--- src/include/ctr_config.svh ---
`ifndef CTR_CONFIG_SVH
`define CTR_CONFIG_SVH

// datapath widths
`define CTR_XLEN        32
`define CTR_REG_ADDR_W  5

// major opcodes that the observer records
`define CTR_OPC_LOAD    7'h03
`define CTR_OPC_STORE   7'h23
`define CTR_OPC_BRANCH  7'h63

// branch funct3 codes
`define CTR_F3_BEQ      3'b000
`define CTR_F3_BNE      3'b001
`define CTR_F3_BLT      3'b100
`define CTR_F3_BGE      3'b101
`define CTR_F3_BLTU     3'b110
`define CTR_F3_BGEU     3'b111

// number of records the trace queue holds
`define CTR_OBS_DEPTH   4

`endif
--- src/hdl/ctr_pkg.sv ---
`default_nettype none

`include "ctr_config.svh"

package ctr_pkg;

	// kind of retired instruction carried by a record
	typedef enum logic [1:0] {
		OBS_LOAD   = 2'd0,
		OBS_STORE  = 2'd1,
		OBS_BRANCH = 2'd2
	} obs_kind_e;

	// branch compare selected from funct3
	typedef enum logic [2:0] {
		CMP_EQ,
		CMP_NE,
		CMP_LT,
		CMP_GE,
		CMP_LTU,
		CMP_GEU
	} cmp_op_e;

	// one observation of 66 bits
	// value is the effective address, or the taken bit for a branch
	typedef struct packed {
		logic [`CTR_XLEN-1:0] pc;
		obs_kind_e            kind;
		logic [`CTR_XLEN-1:0] value;
	} obs_rec_t;

endpackage

`default_nettype wire

--- src/hdl/obs_fifo_if.sv ---
`timescale 1ns/100ps
`default_nettype none

interface obs_fifo_if #(
	parameter type T = ctr_pkg::obs_rec_t
);

	// write side
	logic push;
	T     push_data;
	logic full;

	// read side
	logic pop;
	// always the oldest entry
	T     pop_data;
	logic empty;

	modport producer (
		output push,
		output push_data,
		input  full
	);

	modport buffer (
		input  push,
		input  push_data,
		output full,
		input  pop,
		output pop_data,
		output empty
	);

	modport consumer (
		output pop,
		input  pop_data,
		input  empty
	);

endinterface

`default_nettype wire

--- src/hdl/ctr_observer_top.sv ---
`timescale 1ns/100ps
`default_nettype none

`include "ctr_config.svh"

module ctr_observer_top (
	input  wire logic                       clk_i,
	input  wire logic                       rst_n_i,
	input  wire logic                       retire_i,
	input  wire logic [`CTR_XLEN-1:0]       instr_i,
	input  wire logic [`CTR_XLEN-1:0]       pc_i,
	input  wire logic [`CTR_XLEN-1:0]       rs1_data_i,
	input  wire logic [`CTR_XLEN-1:0]       rs2_data_i,
	input  wire logic                       trace_stall_i,
	output logic      [`CTR_REG_ADDR_W-1:0] rs1_addr_o,
	output logic      [`CTR_REG_ADDR_W-1:0] rs2_addr_o,
	output logic                            trace_valid_o,
	output logic      [`CTR_XLEN-1:0]       trace_pc_o,
	output ctr_pkg::obs_kind_e              trace_kind_o,
	output logic      [`CTR_XLEN-1:0]       trace_value_o,
	output logic                            overflow_o
);

	// record queue between decode and trace port
	obs_fifo_if #(.T(ctr_pkg::obs_rec_t)) obs_q ();

	ctr_observe u_observe (
		.clk_i      (clk_i),
		.rst_n_i    (rst_n_i),
		.retire_i   (retire_i),
		.instr_i    (instr_i),
		.pc_i       (pc_i),
		.rs1_data_i (rs1_data_i),
		.rs2_data_i (rs2_data_i),
		.rs1_addr_o (rs1_addr_o),
		.rs2_addr_o (rs2_addr_o),
		.overflow_o (overflow_o),
		.q          (obs_q)
	);

	obs_fifo #(
		.T(ctr_pkg::obs_rec_t)
	) u_fifo (
		.clk_i   (clk_i),
		.rst_n_i (rst_n_i),
		.q       (obs_q)
	);

	obs_trace_out u_trace (
		.clk_i         (clk_i),
		.rst_n_i       (rst_n_i),
		.trace_stall_i (trace_stall_i),
		.trace_valid_o (trace_valid_o),
		.trace_pc_o    (trace_pc_o),
		.trace_kind_o  (trace_kind_o),
		.trace_value_o (trace_value_o),
		.q             (obs_q)
	);

endmodule

`default_nettype wire

--- src/hdl/obs_trace_out.sv ---
`timescale 1ns/100ps
`default_nettype none

`include "ctr_config.svh"

module obs_trace_out (
	input  wire logic                 clk_i,
	input  wire logic                 rst_n_i,
	input  wire logic                 trace_stall_i,
	output logic                      trace_valid_o,
	output logic [`CTR_XLEN-1:0]      trace_pc_o,
	output ctr_pkg::obs_kind_e        trace_kind_o,
	output logic [`CTR_XLEN-1:0]      trace_value_o,
	obs_fifo_if.consumer              q
);

	logic              valid_q;
	ctr_pkg::obs_rec_t rec_q;

	// drain whenever something is queued and the port is free
	assign q.pop = ~q.empty & ~trace_stall_i;

	always_ff @(posedge clk_i) begin
		if (!rst_n_i) begin
			valid_q <= 1'b0;
		end else begin
			valid_q <= q.pop;
		end
	end

	always_ff @(posedge clk_i) begin
		if (q.pop) begin
			rec_q <= q.pop_data;
		end
	end

	assign trace_valid_o = valid_q;
	assign trace_pc_o    = rec_q.pc;
	assign trace_kind_o  = rec_q.kind;
	assign trace_value_o = rec_q.value;

	// a stalled cycle without a pop yields no record next cycle
	a_no_valid_after_stall: assert property (
		@(posedge clk_i) disable iff (!rst_n_i)
		(trace_stall_i && !q.pop) |=> !trace_valid_o
	);

endmodule

`default_nettype wire

--- src/hdl/obs_fifo.sv ---
`timescale 1ns/100ps
`default_nettype none

`include "ctr_config.svh"

module obs_fifo #(
	parameter type T = ctr_pkg::obs_rec_t
) (
	input  wire logic  clk_i,
	input  wire logic  rst_n_i,
	obs_fifo_if.buffer q
);

	localparam int unsigned DEPTH = `CTR_OBS_DEPTH;
	localparam int unsigned PTR_W = (DEPTH > 1) ? $clog2(DEPTH) : 1;
	localparam int unsigned CNT_W = $clog2(DEPTH + 1);

	T                  mem [DEPTH];
	logic [PTR_W-1:0]  wr_ptr;
	logic [PTR_W-1:0]  rd_ptr;
	logic [CNT_W-1:0]  count;

	// payload storage
	always_ff @(posedge clk_i) begin
		if (q.push) begin
			mem[wr_ptr] <= q.push_data;
		end
	end

	always_ff @(posedge clk_i) begin
		if (!rst_n_i) begin
			wr_ptr <= '0;
			rd_ptr <= '0;
			count  <= '0;
		end else begin
			if (q.push) begin
				wr_ptr <= (wr_ptr == PTR_W'(DEPTH - 1)) ? '0 : wr_ptr + 1'b1;
			end
			if (q.pop) begin
				rd_ptr <= (rd_ptr == PTR_W'(DEPTH - 1)) ? '0 : rd_ptr + 1'b1;
			end
			// push and pop together leave the count alone
			case ({q.push, q.pop})
				2'b10:   count <= count + 1'b1;
				2'b01:   count <= count - 1'b1;
				default: count <= count;
			endcase
		end
	end

	assign q.full     = (count == CNT_W'(DEPTH));
	assign q.empty    = (count == '0);
	assign q.pop_data = mem[rd_ptr];

	// producer must respect full
	a_no_push_when_full: assert property (
		@(posedge clk_i) disable iff (!rst_n_i)
		q.push |-> !q.full
	);

	// consumer must respect empty
	a_no_pop_when_empty: assert property (
		@(posedge clk_i) disable iff (!rst_n_i)
		q.pop |-> !q.empty
	);

	a_count_in_range: assert property (
		@(posedge clk_i) disable iff (!rst_n_i)
		count <= CNT_W'(DEPTH)
	);

endmodule

`default_nettype wire

--- src/hdl/ctr_observe.sv ---
`timescale 1ns/100ps
`default_nettype none

`include "ctr_config.svh"

module ctr_observe (
	input  wire logic                       clk_i,
	input  wire logic                       rst_n_i,
	input  wire logic                       retire_i,
	input  wire logic [`CTR_XLEN-1:0]       instr_i,
	input  wire logic [`CTR_XLEN-1:0]       pc_i,
	input  wire logic [`CTR_XLEN-1:0]       rs1_data_i,
	input  wire logic [`CTR_XLEN-1:0]       rs2_data_i,
	output logic      [`CTR_REG_ADDR_W-1:0] rs1_addr_o,
	output logic      [`CTR_REG_ADDR_W-1:0] rs2_addr_o,
	output logic                            overflow_o,
	obs_fifo_if.producer                    q
);

	logic [6:0]           opcode;
	logic                 is_load;
	logic                 is_store;
	logic                 is_branch;
	logic                 observable;
	logic [`CTR_XLEN-1:0] imm_i_type;
	logic [`CTR_XLEN-1:0] imm_s_type;
	logic [`CTR_XLEN-1:0] imm;
	logic [`CTR_XLEN+1:0] addr_sum;
	logic [`CTR_XLEN-1:0] eff_addr;
	logic [`CTR_XLEN+1:0] diff_sum;
	logic [`CTR_XLEN-1:0] diff;
	logic                 is_equal;
	logic                 is_greater_equal;
	logic                 cmp_signed;
	logic                 taken;
	ctr_pkg::cmp_op_e     cmp_op;
	ctr_pkg::obs_rec_t    rec;
	logic                 overflow_q;

	assign opcode     = instr_i[6:0];
	assign is_load    = (opcode == `CTR_OPC_LOAD);
	assign is_store   = (opcode == `CTR_OPC_STORE);
	assign is_branch  = (opcode == `CTR_OPC_BRANCH);
	assign observable = is_load | is_store | is_branch;

	// source registers go straight back to the core
	assign rs1_addr_o = instr_i[19:15];
	assign rs2_addr_o = instr_i[24:20];

	assign imm_i_type = {{(`CTR_XLEN-12){instr_i[31]}}, instr_i[31:20]};
	assign imm_s_type = {{(`CTR_XLEN-12){instr_i[31]}}, instr_i[31:25], instr_i[11:7]};
	assign imm = is_load ? imm_i_type : is_store ? imm_s_type : '0;

	// the appended low bits supply the carry-in
	assign addr_sum = {1'b0, rs1_data_i, 1'b1} + {1'b0, imm, 1'b0};
	assign eff_addr = addr_sum[`CTR_XLEN:1];

	// a - b as a + ~b + 1 through the same shifted form
	assign diff_sum = {1'b0, rs1_data_i, 1'b1} +
		{1'b0, ({rs2_data_i, 1'b0} ^ {(`CTR_XLEN+1){1'b1}})};
	assign diff     = diff_sum[`CTR_XLEN:1];
	assign is_equal = (diff == '0);

	always_comb begin
		case (instr_i[14:12])
			`CTR_F3_BEQ:  cmp_op = ctr_pkg::CMP_EQ;
			`CTR_F3_BNE:  cmp_op = ctr_pkg::CMP_NE;
			`CTR_F3_BLT:  cmp_op = ctr_pkg::CMP_LT;
			`CTR_F3_BGE:  cmp_op = ctr_pkg::CMP_GE;
			`CTR_F3_BLTU: cmp_op = ctr_pkg::CMP_LTU;
			`CTR_F3_BGEU: cmp_op = ctr_pkg::CMP_GEU;
			default:      cmp_op = ctr_pkg::CMP_EQ;
		endcase
	end

	assign cmp_signed = (cmp_op == ctr_pkg::CMP_LT) || (cmp_op == ctr_pkg::CMP_GE);

	// the difference decides for equal signs and the sign of a otherwise
	always_comb begin
		if ((rs1_data_i[`CTR_XLEN-1] ^ rs2_data_i[`CTR_XLEN-1]) == 1'b0) begin
			is_greater_equal = (diff[`CTR_XLEN-1] == 1'b0);
		end else begin
			is_greater_equal = rs1_data_i[`CTR_XLEN-1] ^ cmp_signed;
		end
	end

	always_comb begin
		case (cmp_op)
			ctr_pkg::CMP_NE:                  taken = ~is_equal;
			ctr_pkg::CMP_GE, ctr_pkg::CMP_GEU: taken = is_greater_equal;
			ctr_pkg::CMP_LT, ctr_pkg::CMP_LTU: taken = ~is_greater_equal;
			default:                          taken = is_equal;
		endcase
	end

	always_comb begin
		rec.pc = pc_i;
		if (is_load) begin
			rec.kind  = ctr_pkg::OBS_LOAD;
			rec.value = eff_addr;
		end else if (is_store) begin
			rec.kind  = ctr_pkg::OBS_STORE;
			rec.value = eff_addr;
		end else begin
			rec.kind  = ctr_pkg::OBS_BRANCH;
			rec.value = {{(`CTR_XLEN-1){1'b0}}, taken};
		end
	end

	// written at the edge closing the retire cycle
	assign q.push      = retire_i & observable & ~q.full;
	assign q.push_data = rec;

	// set by a dropped record and held until reset
	always_ff @(posedge clk_i) begin
		if (!rst_n_i) begin
			overflow_q <= 1'b0;
		end else if (retire_i && observable && q.full) begin
			overflow_q <= 1'b1;
		end
	end

	assign overflow_o = overflow_q;

endmodule

`default_nettype wire

--- config.mk ---
export PLATFORM = sky130hd
export DESIGN_NAME = ctr_observer_top
export DESIGN_NICKNAME = d
export VERILOG_FILES = /design/src/hdl/ctr_pkg.sv /design/src/hdl/obs_fifo_if.sv /design/src/hdl/ctr_observer_top.sv /design/src/hdl/obs_trace_out.sv /design/src/hdl/obs_fifo.sv /design/src/hdl/ctr_observe.sv
export VERILOG_INCLUDE_DIRS = /design/src /design/src/include
export SDC_FILE = /design/constraint.sdc
export NUM_CORES = 1
export LEC_CHECK = 0
export BUFFER_PORTS_ARGS = -buffer_cell sky130_fd_sc_hd__buf_4
export CAP_MARGIN = 25
export CORE_ASPECT_RATIO = 0.6
export CORE_MARGIN = 3
export CORE_UTILIZATION = 44
export CTS_BUF_LIST = sky130_fd_sc_hd__clkbuf_8
export CTS_CLUSTER_SIZE = 40
export DETAILED_ROUTE_END_ITERATION = 8
export GPL_TIMING_DRIVEN = 0
export HOLD_SLACK_MARGIN = 0.03
export MAX_ROUTING_LAYER = met4
export PLACE_DENSITY = 0.62
export SYNTH_ARGS = -nofsm -noshare
export SYNTH_HDL_FRONTEND = slang
export SYNTH_HIERARCHICAL = 1
export SYNTH_SLANG_ARGS = --single-unit
--- constraint.sdc ---
create_clock -name clk_i -period 8.9 [get_ports clk_i]
set_clock_uncertainty 0.2 [all_clocks]
set_input_delay 1.78 -clock clk_i [delete_from_list [all_inputs] [get_ports clk_i]]
set_output_delay 1.78 -clock clk_i [all_outputs]
set_load 0.01 [all_outputs]
After elaboration in Yosys (flattened, before gate mapping)
Memory sizes are Yosys's and may differ from the RTL's. A register that Yosys moved wholly into a read port is not among the register bits.
Cells that the tools add are included.
{"block": "classes", "n_shift": 0, "n_lt_le_gt_ge": 0, "mul": 0, "div": 0, "add_sub_neg": 6, "n_reduce_logical": 8, "bitwise": 14, "eq_ne": 18, "muxes": 12}
{"op": "two-way mux 34 bit", "n": 2}
{"op": "adder 33 bit", "n": 2}
{"op": "two-way mux 32 bit", "n": 2}
{"op": "inverter 33 bit", "n": 1}
{"op": "logical NOT 32 bit", "n": 1}
{"op": "equality test 3 bit (second input constant)", "n": 7}
{"op": "one-hot mux 3 bit (5 select lines)", "n": 1}
{"op": "equality test 7 x 2 -> 1 bit (second input constant)", "n": 1}
{"op": "equality test 7 x 6 -> 1 bit (second input constant)", "n": 1}
{"op": "equality test 7 bit (second input constant)", "n": 1}
{"op": "equality test 2 bit (second input constant)", "n": 3}
{"op": "equality test 3 x 1 -> 1 bit (second input constant)", "n": 2}
{"op": "equality test 3 x 2 -> 1 bit (second input constant)", "n": 2}
{"op": "inverter 1 bit", "n": 6}
{"op": "one-hot mux 3 bit (2 select lines)", "n": 1}
{"op": "adder 2 x 1 -> 2 bit (second input constant)", "n": 2}
{"op": "two-way mux 2 bit", "n": 2}
{"op": "OR reduction 2 bit", "n": 2}
{"op": "adder 3 x 1 -> 3 bit (second input constant)", "n": 1}
{"op": "AND 1 bit", "n": 3}
{"op": "logical NOT 3 bit", "n": 1}
{"op": "two-way mux 1 bit", "n": 3}
{"op": "one-hot mux 1 bit (3 select lines)", "n": 1}
{"op": "subtractor 3 x 1 -> 3 bit (second input constant)", "n": 1}
{"op": "6 further kinds", "n": 9}
{"block": "totals", "latch_bits": 0, "input_bits": 132, "out_inout_bits": 78, "ram_bits": 264, "mem_count": 1, "word_cells": 64, "register_bits": 9, "mem_bits_ro": 0}
{"name": "u_fifo.mem", "depth": 4, "word_bits": 66, "rd": 1, "rd_ports_with_merged_regs": 1, "write_ports": 1, "line_no": "obs_fifo.sv:18", "source": "T mem [DEPTH];"}

Depth between registers and ports, before layout
Gate-level depths: netlist of the first run.
{"block": "depth", "word_depth": 10, "mapped_depth": 19, "ltp_nobuf": 18}

Modules after synthesis
The synthesis of the first run kept the hierarchy.
{"module": "obs_fifo", "area_each_um2": 9982.1, "seq_area_each_um2": 8107.8, "instances": 1, "cells_each": 391}
{"module": "ctr_observe", "area_each_um2": 4396.7, "seq_area_each_um2": 20.0, "instances": 1, "cells_each": 642}
{"module": "obs_trace_out", "area_each_um2": 2018.2, "seq_area_each_um2": 2001.9, "instances": 1, "cells_each": 69}

Worst setup path after synthesis of the first run
Ideal clock, no wire load.
{"block": "synth_path", "path_type": "input-to-reg", "startpoint": "in trace_stall_i", "endpoint": "reg u_fifo.count[2]", "path_slack_ns": 2.387, "t_arrival_ns": 6.238, "path_buffers": 0, "cell_stages": 7, "setup_ns": 0.076, "t_required_ns": 8.624, "cell_sequence": "nor2_1 ha_1 inv_1 fa_1 xor2_1 or3_1 a21boi_0"}
{"block": "synth_between", "elab_chain_len": 4, "elab_cells_between_ends": 6, "cone_classes": "eq/ne (2); mux (1); bitwise (2); reduce/logical (1)"}
{"item": "from (decl)", "line_no": "ctr_observer_top.sv:14", "source": "input wire logic trace_stall_i,"}
{"item": "inverter 1 bit *", "line_no": "obs_trace_out.sv:21", "source": "assign q.pop = ~q.empty & ~trace_stall_i;"}
{"item": "AND 1 bit *", "line_no": "obs_trace_out.sv:21"}
{"item": "equality test 2 x 1 -> 1 bit or equality test 2 bit (tied branches)", "line_no": "obs_fifo.sv:43", "source": "case ({q.push, q.pop})"}
{"item": "one-hot mux 3 bit (2 select lines) or nonzero test 2 bit (tied branches)"}
{"item": "to (signal assigned)", "line_no": "obs_fifo.sv:44", "source": "2'b10: count <= count + 1'b1;"}
{"item": "to (signal assigned)", "line_no": "obs_fifo.sv:45", "source": "2'b01: count <= count - 1'b1;"}
{"item": "to (signal assigned)", "line_no": "obs_fifo.sv:46", "source": "default: count <= count;"}
{"item": "to (decl)", "line_no": "obs_fifo.sv:21", "source": "logic [CNT_W-1:0] count;"}
Mark *: on every way between the ends. The rest lies on a longest branch, timed or not.
A chain may end at the register's enable or synchronous reset.

==> flow_summary.toml, run 1 <==
[status]
status = "finished, final reports clean"

[logic_synthesis]
netlist_area_um2 = 16400
synth.area.top_cells = "edfxtp_1 (60%), mux4_2 (9.2%), ha_1 (5.2%)"
async_flop_share_pct = 0
ys_seq_elements = 341
synth.distinct_cells = 72
syn_avg_cell_area_um2 = 14.9
synth-warning-count = 6
synth_edf_count = 330
synth_cells = 1102
yosysTopAreaCell = "edfxtp_1"
synth_nets = 1304
synth.top_cell.area_share_pct = 60.4
synth_flop_cell = "edfxtp_1"
seq_area_frac_synth_pct = 61.8

[power]
p_leak_nw = 7.05
powerDensity_nw_per_um2 = 166
max-vdd-ir-drop_uv = 100

[clock_tree]
post_cts_buffers = 0
cts_hold_buffers = 0
cts.clk_slew.worst_paths_ps = 60
cts_buffers = 48
cts_resized = 0
ctsLongestPathBuffers = 3
clk_latency_ps = 560
htree_levels = 2
clock_sinks = 341
cts-root-buf = "clkbuf_8"
cts_tree = "yes"

[finish]
final_layout_size_suffix_gt1_share_pct = 28.0
final_cell_mix = "edfxtp_1 (330), buf_4 (216), inv_1 (73)"
instances_no_fill = 1868
area_growth_syn_to_layout_pct = 18.0
stdcell_area_um2 = 19300
antenna_cells = 0
mostFrequentLayoutCell = "edfxtp_1"
nets = 1531
final_core_util_pct = 52.9

[critical_path]
critical_path_required_ps = 8960
slowest_stage = "nor2b_1"
critical_path_arrival_ps = 7280
slowest_delay_ps = 580
crit_chain = "buf_4 > nor4_1 > nor2b_1 > clkinv_1 > clkbuf_1 > nor2_1 > ha_1 > a21o_1 > a21o_1 > a211oi_1 > nor4_1 > a211oi_1 > a211o_1 > a31oi_1 > nor3_1 > o21ai_0 > xnor2_1 > nor2_1"
crit_type = "in2reg"
critPathMaxFanout = 13
startpoint_type = "primary input"
endpoint_kind = "flop"

[place]
gp_congestion = 0.982
io_buffer_count = 171
dpl_cell_area_um2 = 18500
dp_cells = 1783
post-dp-hpwl_um = 29300
place_ws_ps = 1210

[detailed_routing]
drtIter0Drc = 815
wl_um = 40000
drc = 0
first_pass_iters = 5
wl_per_cell_um = 21.4
final_antenna_net_count = 0
num_vias = 10200
viasPerCell = 5.47

[global_route]
gr-usage-all-layers_pct = 20.9
met3_usage_pct = 5.01
grt_pass1_wl_um = 60200
busiest_layer = "met1"
first_global_vias = 9913
grt_use_met1_pct = 31.8
grt_max_degree = 49
grtUsageMet2_pct = 28.7
antenna_found_initial = 0
grt_overflow = 0

[die]
die_h_um = 156
fp.dieW_um = 255
ioPinCount = 210
row_count = 54
start_util_pct = 44.9
dieArea_um2 = 39700
core_area_um2 = 36600

[timing]
fin_crit_sh_pct = 81.1
rsz0062_at_grt = "false"
finalWorstPathRequiredPeriod_ps = 7220
fin_ws_ps = 1680
setup_tns_ps = 0
finalSetupViolations = 0
finalMaxSlewViolations = 0
timing.fmax_ghz = 0.139
tightest_slew_ps = 953
hold_viol = 0
relSlewSlack_pct = 36.4

[job]
cap_violations = 0

[hold_path]
hp-class = "reg2reg"
==> power by group <==
group,switching [mW],leakage [nW],internal [mW]
combinational,0.185,3.58,0.141
clock,0.563,0.518,0.563
sequential,0.00174,2.95,1.75
total,0.749,7.05,2.46
==> sequential cells by signal, summed over array words and instances, names as in the netlist, named ones only <==
| register | cells |
|---|---|
| u_fifo/rd_ptr | 2 |
| u_fifo/wr_ptr | 2 |
| u_observe/overflow_o | 1 |
| u_fifo/mem | 264 |
| u_trace/trace_pc_o | 32 |
| u_trace/trace_valid_o | 1 |
| u_trace/trace_value_o | 32 |
| u_trace/trace_kind_o | 2 |
| u_fifo/count | 3 |
==> metal layers <==
layer	vias to the layer above	routed length [um]
li1	4733	-
met1	5088	19200
met2	346	17100
met3	49	3170
met4	0	526
met5	-	0
==> layout make-up <==
class                   count  area (um2)
flip-flops and latches    341       10100
fillers                  3054       17200
plain buffers              76         509
inverters                  55         206
clock inverters            37         213
clock buffers              48         661
repair buffers            177        1430
multi-input cells         630        5570
well taps                 504         631
==> metrics by stage <==
step / power (mW) / hold WS (ps)
finish: 3.21 / 325
global route: 3.36 / 363
CTS: 3.25 / 320
detailed placement: 2.11 / 313
global placement: 2.10 / 286
floorplan: 1.99 / 273
==> cells in the mapped netlist, drive strengths merged, types with 13 or more instances <==
library cell    n
o21ai          38
clkbuf         17
ha             68
xnor2          21
nor2           62
and3           14
buf            59
a21oi          44
nand2          24
nor3           20
edfxtp        330
a211oi         13
nor2b          13
and2           26
xor2           19
inv            54
nand3          17
mux4           67
a21o           35
==> worst max-delay path, delay by kind of cell <==
kind            cells  cell delay [ps]
xor+xnor            1              180
buf+inv             3             1110
compound gates      7             2040
simple gates        6             1870
fa+ha+maj           1              290
==> cells by family after synthesis <==
group / synth area share [%]
XOR/XNOR: 2.14
flip-flops: 61.8
adder cells (fa/ha/maj): 5.43
AO/OA/AOI/OAI: 8.79
AND/OR/NAND/NOR: 7.42
buffers and inverters: 4.36
multiplexers: 10.1
==> worst paths after layout <==
kind	slack (ps)	cells past startpoint	end	from
max	1680	18	u_fifo/mem[2][31]	instr_i[3]
min	320	2	u_observe/overflow_o	u_observe/overflow_o
max reg2reg	6060	8	u_fifo/count[2]	u_fifo/count[0]
min reg2reg	320	2	u_observe/overflow_o	u_observe/overflow_o
No activity file was read; power rests on OpenSTA's default activity.
==> run 2: changes to the inputs <==
--- a/config.mk
+++ b/config.mk
@@ -17,7 +17,7 @@
 export GPL_TIMING_DRIVEN = 0
 export HOLD_SLACK_MARGIN = 0.03
 export MAX_ROUTING_LAYER = met4
-export PLACE_DENSITY = 0.62
+export PLACE_DENSITY = 0.65
 export SYNTH_ARGS = -nofsm -noshare
 export SYNTH_HDL_FRONTEND = slang
 export SYNTH_HIERARCHICAL = 1
==> constraint.sdc (replaced) <==
create_clock -name clk_i -period 6.5 [get_ports clk_i]
set_clock_uncertainty 0.2 [all_clocks]
set_input_delay 1.3 -clock clk_i [delete_from_list [all_inputs] [get_ports clk_i]]
set_output_delay 1.3 -clock clk_i [all_outputs]
set_load 0.01 [all_outputs]
==> flow_summary.toml, run 2 (synthesized netlist as in run 1, its figures left out) <==
[power]
p_int_mw = 3.34
power_frac_seq_pct = 55.0
p_total_mw = 4.37
clockPowerShare_pct = 34.7
powerDensity_nw_per_um2 = 226
netSwitchingFraction_pct = 23.5
combPwrFrac_pct = 10.2
p_leak_nw = 7.05
max-vdd-ir-drop_uv = 158
p_switching_mw = 1.02

[finish]
area_growth_syn_to_layout_pct = 18.1
stdcell_area_um2 = 19400
largest_register_ffs = 264
final_cell_mix = "edfxtp_1 (330), buf_4 (216), inv_1 (73)"
mostFrequentLayoutCell = "edfxtp_1"
nets = 1532
n_fill_cell = 3040
final_core_util_pct = 53.0
top_register = "u_fifo/mem"
final_layout_size_suffix_gt1_share_pct = 28.4
antenna_cells = 0

[critical_path]
slowest_stage = "a211oi_1"
crit_type = "in2reg"
critPathMaxFanout = 13
r2r-end = "u_fifo/count[2]"
endpoint_kind = "flop"
critical_path_arrival_ps = 6280
critical_path_required_ps = 6590
cp-endpoint = "u_fifo/mem[1][31]"
rr_startpoint = "u_fifo/count[0]"
crit_chain = "buf_4 > nor4_1 > nor2b_4 > clkinvlp_4 > clkbuf_2 > nor2_1 > ha_1 > a21o_1 > a21o_1 > a211oi_1 > nor4_1 > a211oi_2 > a211o_1 > a31oi_1 > nor3_1 > o21ai_0 > xnor2_1 > nor2_1"
critPathLaunch = "instr_i[3]"
ff2ff_setup_slack_ps = 3890
slowest_delay_ps = 550
startpoint_type = "primary input"
rr_worst_depth = 8

[timing]
finalMaxSlewViolations = 0
hold_viol = 0
finalWorstPathRequiredPeriod_ps = 6200
fin_ws_ps = 303
tightest_slew_ps = 1000
timing.fmax_ghz = 0.161
fin_crit_sh_pct = 95.3
relSlewSlack_pct = 32.7
rsz0062_at_grt = "false"
finalSetupViolations = 0

[clock_tree]
cts-root-buf = "clkbuf_8"
ctsLongestPathBuffers = 3
cts_buffers = 48
post_cts_buffers = 0
cts.clk_slew.worst_paths_ps = 60
clock_sinks = 341
htree_levels = 2
clk_latency_ps = 560
cts_tree = "yes"

[place]
io_buffer_count = 171
dpl_cell_area_um2 = 18500
gp_congestion = 0.983
post-dp-hpwl_um = 29000
place_ws_ps = -914

[die]
start_util_pct = 44.9
dieArea_um2 = 39700
core_area_um2 = 36600
row_count = 54
ioPinCount = 210
die_h_um = 156
fp.dieW_um = 255

[detailed_routing]
first_pass_iters = 5
num_vias = 10200
final_antenna_net_count = 0
drc = 0
viasPerCell = 5.44
wl_um = 39600
drtIter0Drc = 1086
wl_per_cell_um = 21.2

[global_route]
grt_use_met1_pct = 31.2
grt_max_degree = 38
met3_usage_pct = 5.60
gr-usage-all-layers_pct = 20.6
busiest_layer = "met1"
first_global_vias = 9821
antenna_found_initial = 0
grt_pass1_wl_um = 59500
grtUsageMet2_pct = 27.8
grt_overflow = 0

[status]
status = "finished, final reports clean"

[job]
cap_violations = 0

[hold_path]
hp-class = "reg2reg"
-- run 2: stage by stage --
step | hold WS (ps) | TNS (ps) | cells
after global routing | 357 | 0 | 1870
final | 312 | 0 | 1870
after global placement | 280 | -81420 | 1777
after floorplan | 273 | 0 | 1102
after detailed placement | 294 | -28160 | 1783
after CTS | 308 | 0 | 1869
-- run 2: what timing repair did --
item                                    CTS  global route
pin swaps                                 0             0
resized for setup                         2             6
endpoints found under the setup margin   25            28
endpoints found under the hold margin     0             0
hold buffers                              0             0
-- run 2: layout make-up --
cell class | count | area, um2 | area share (%)
sequential | 341 | 10100 | 52.3
clock inverter | 33 | 131 | 0.679
buffer | 76 | 510 | 2.64
multi-input combinational | 630 | 5580 | 28.8
clock buffer | 53 | 729 | 3.77
inverter | 55 | 210 | 1.09
timing repair buffer | 178 | 1430 | 7.41
tap | 504 | 631 | 3.26
-- run 2: power groups by stage --
| stage | combinational, mW | clock, mW | sequential, mW |
|---|---|---|---|
| after global placement | 0.426 | 0 | 2.45 |
| after floorplan | 0.268 | 0 | 2.45 |
| after CTS | 0.433 | 1.57 | 2.40 |
| final | 0.446 | 1.52 | 2.40 |
| after detailed placement | 0.430 | 0 | 2.45 |
| after global routing | 0.483 | 1.68 | 2.40 |
-- run 2: metal layers --
layer | vias to the layer above | share of wire [%]
met5 | - | 0
met4 | 0 | 1.4
met3 | 48 | 8.7
met2 | 360 | 42
met1 | 5035 | 48
li1 | 4736 | -
-- run 2: worst max-delay path: cells and delay by family --
family | cells | cell delay (ps)
AO/OA/AOI/OAI | 7 | 2050
XOR/XNOR | 1 | 180
adder cells (fa/ha/maj) | 1 | 260
buffers and inverters | 3 | 770
AND/OR/NAND/NOR | 6 | 1720
-- run 2: how the worst min path moves through the flow --
| stage | cells after the start | slack [ps] | startpoint | endpoint |
|---|---|---|---|---|
| 2_1_floorplan | 2 | 270 | u_fifo/count[2] | u_fifo/count[2] |
| 3_3_place_gp | 2 | 280 | u_observe/overflow_o | u_observe/overflow_o |
| 3_5_place_dp | 2 | 290 | u_observe/overflow_o | u_observe/overflow_o |
| 4_1_cts | 2 | 310 | u_observe/overflow_o | u_observe/overflow_o |
| 5_1_grt | 2 | 360 | u_observe/overflow_o | u_observe/overflow_o |
| 6_report | 2 | 310 | u_observe/overflow_o | u_observe/overflow_o |
==> run 3: changes to the inputs <==
--- a/config.mk
+++ b/config.mk
@@ -17,7 +17,7 @@
 export GPL_TIMING_DRIVEN = 0
 export HOLD_SLACK_MARGIN = 0.03
 export MAX_ROUTING_LAYER = met4
-export PLACE_DENSITY = 0.65
+export PLACE_DENSITY = 0.71
 export SYNTH_ARGS = -nofsm -noshare
 export SYNTH_HDL_FRONTEND = slang
 export SYNTH_HIERARCHICAL = 1
==> flow_summary.toml, run 3 (synthesized netlist as in run 1, its figures left out) <==
[status]
status = "finished, final reports clean"

[finish]
largest_register_ffs = 264
area_growth_syn_to_layout_pct = 18.1
final_layout_size_suffix_gt1_share_pct = 28.1
mostFrequentLayoutCell = "edfxtp_1"
top_register = "u_fifo/mem"
nets = 1530
final_cell_mix = "edfxtp_1 (330), buf_4 (216), inv_1 (72)"
final_core_util_pct = 53.0

[timing]
fin_crit_sh_pct = 94.6
finalSetupViolations = 0
hold_viol = 0
relSlewSlack_pct = 31.3
tightest_slew_ps = 1020
rsz0062_at_grt = "false"
timing.fmax_ghz = 0.163
finalWorstPathRequiredPeriod_ps = 6150
finalMaxSlewViolations = 0

[global_route]
grt_overflow = 0
met3_usage_pct = 5.38
grt_pass1_wl_um = 60800
grt_max_degree = 57
first_global_vias = 10100
antenna_found_initial = 1
grt_use_met1_pct = 31.2
busiest_layer = "met1"
grtUsageMet2_pct = 29.3
gr-usage-all-layers_pct = 21.0

[clock_tree]
cts_buffers = 47
ctsLongestPathBuffers = 3
cts.clk_slew.worst_paths_ps = 70
cts_tree = "yes"
cts-root-buf = "clkbuf_8"
post_cts_buffers = 0
clk_latency_ps = 560
clock_sinks = 341
htree_levels = 2

[detailed_routing]
drtIter0Drc = 950
final_antenna_net_count = 0
drc = 0
wl_um = 40100
viasPerCell = 5.49
wl_per_cell_um = 21.5
first_pass_iters = 5
num_vias = 10300

[critical_path]
rr_startpoint = "u_fifo/count[0]"
ff2ff_setup_slack_ps = 3630
critPathMaxFanout = 20
r2r-end = "u_fifo/count[2]"
rr_worst_depth = 8
critPathLaunch = "instr_i[3]"
critical_path_arrival_ps = 6230
crit_type = "in2reg"
cp-endpoint = "u_fifo/mem[0][30]"
startpoint_type = "primary input"
critical_path_required_ps = 6580
endpoint_kind = "flop"

[die]
dieArea_um2 = 39700
ioPinCount = 210
fp.dieW_um = 255
core_area_um2 = 36600
die_h_um = 156
row_count = 54
start_util_pct = 44.9

[hold_path]
hold_start = "u_observe/overflow_o"
hp-class = "reg2reg"

[power]
max-vdd-ir-drop_uv = 178
p_leak_nw = 7.05
p_total_mw = 4.41
powerDensity_nw_per_um2 = 227

[place]
gp_congestion = 0.972
io_buffer_count = 171
post-dp-hpwl_um = 29200

[job]
cap_violations = 0
[run 3: cell types whose count changed in the layout (fill, tap and decap cells not counted), sizes merged]
| cell | change |
|---|---|
| bufinv | +2 |
| diode | +2 |
| clkinv | +1 |
| inv | -1 |
| clkbuf | -4 |
[run 3: timing repair]
action / CTS / global route
hold buffers: 0 / 0
endpoints found under the setup margin: 28 / 37
resized for setup: 1 / 7
[run 3: layer usage]
layer | share of wire (%) | vias up
li1 | - | 4732
met1 | 47 | 5131
met2 | 43 | 349
met3 | 8.1 | 47
met4 | 1.7 | 0
met5 | 0 | -
[run 3: final cells by class]
| cell class | instances | area (um2) |
|---|---|---|
| Timing Repair Buffer | 177 | 1430 |
| Antenna cell | 2 | 5.00 |
| Clock inverter | 35 | 188 |
| Sequential cell | 341 | 10100 |
| Multi-Input combinational cell | 630 | 5580 |
| Tap cell | 504 | 631 |
| Clock buffer | 50 | 688 |
| Inverter | 55 | 210 |
| Buffer | 76 | 510 |
| Fill cell | 3043 | 17200 |
[run 3: critical path, cell delays in order]
cell and delay, ps:
buf_4 110, nor4_1 480, nor2b_4 390, clkbuf_1 510, and2_2 590, ha_1 390
a21o_1 200, a21o_1 190, a21o_1 180, or3_1 300, a211oi_1 650, o31ai_1 270
a221oi_1 390, xor2_1 170, nor2_1 80
[run 3: through the flow]
stage | hold WS, ps | setup WS, ps | std cells | setup TNS [ps] | area [um2]
floorplan | 273 | 467 | 1102 | 0 | 16400
global placement | 284 | -1890 | 1777 | -66780 | 18300
detailed placement | 298 | -835 | 1783 | -28430 | 18500
CTS | 317 | 16.9 | 1868 | 0 | 19300
global route | 368 | 61.6 | 1869 | 0 | 19400
finish | 306 | 351 | 1870 | 0 | 19400
[run 3: report_power, final]
part | internal [mW] | switching [mW] | total [mW]
logic | 0.193 | 0.254 | 0.447
clock network | 0.788 | 0.767 | 1.56
registers | 2.40 | 0.00244 | 2.40
[run 3: how the worst min path moves through the flow]
stage	slack, ps	cells past startpoint	to
after detailed placement	300	2	u_observe/overflow_o
after global routing	370	2	u_observe/overflow_o
final	310	2	u_observe/overflow_o
after global placement	280	2	u_observe/overflow_o
after CTS	320	2	u_observe/overflow_o
after floorplan	270	2	u_fifo/count[2]
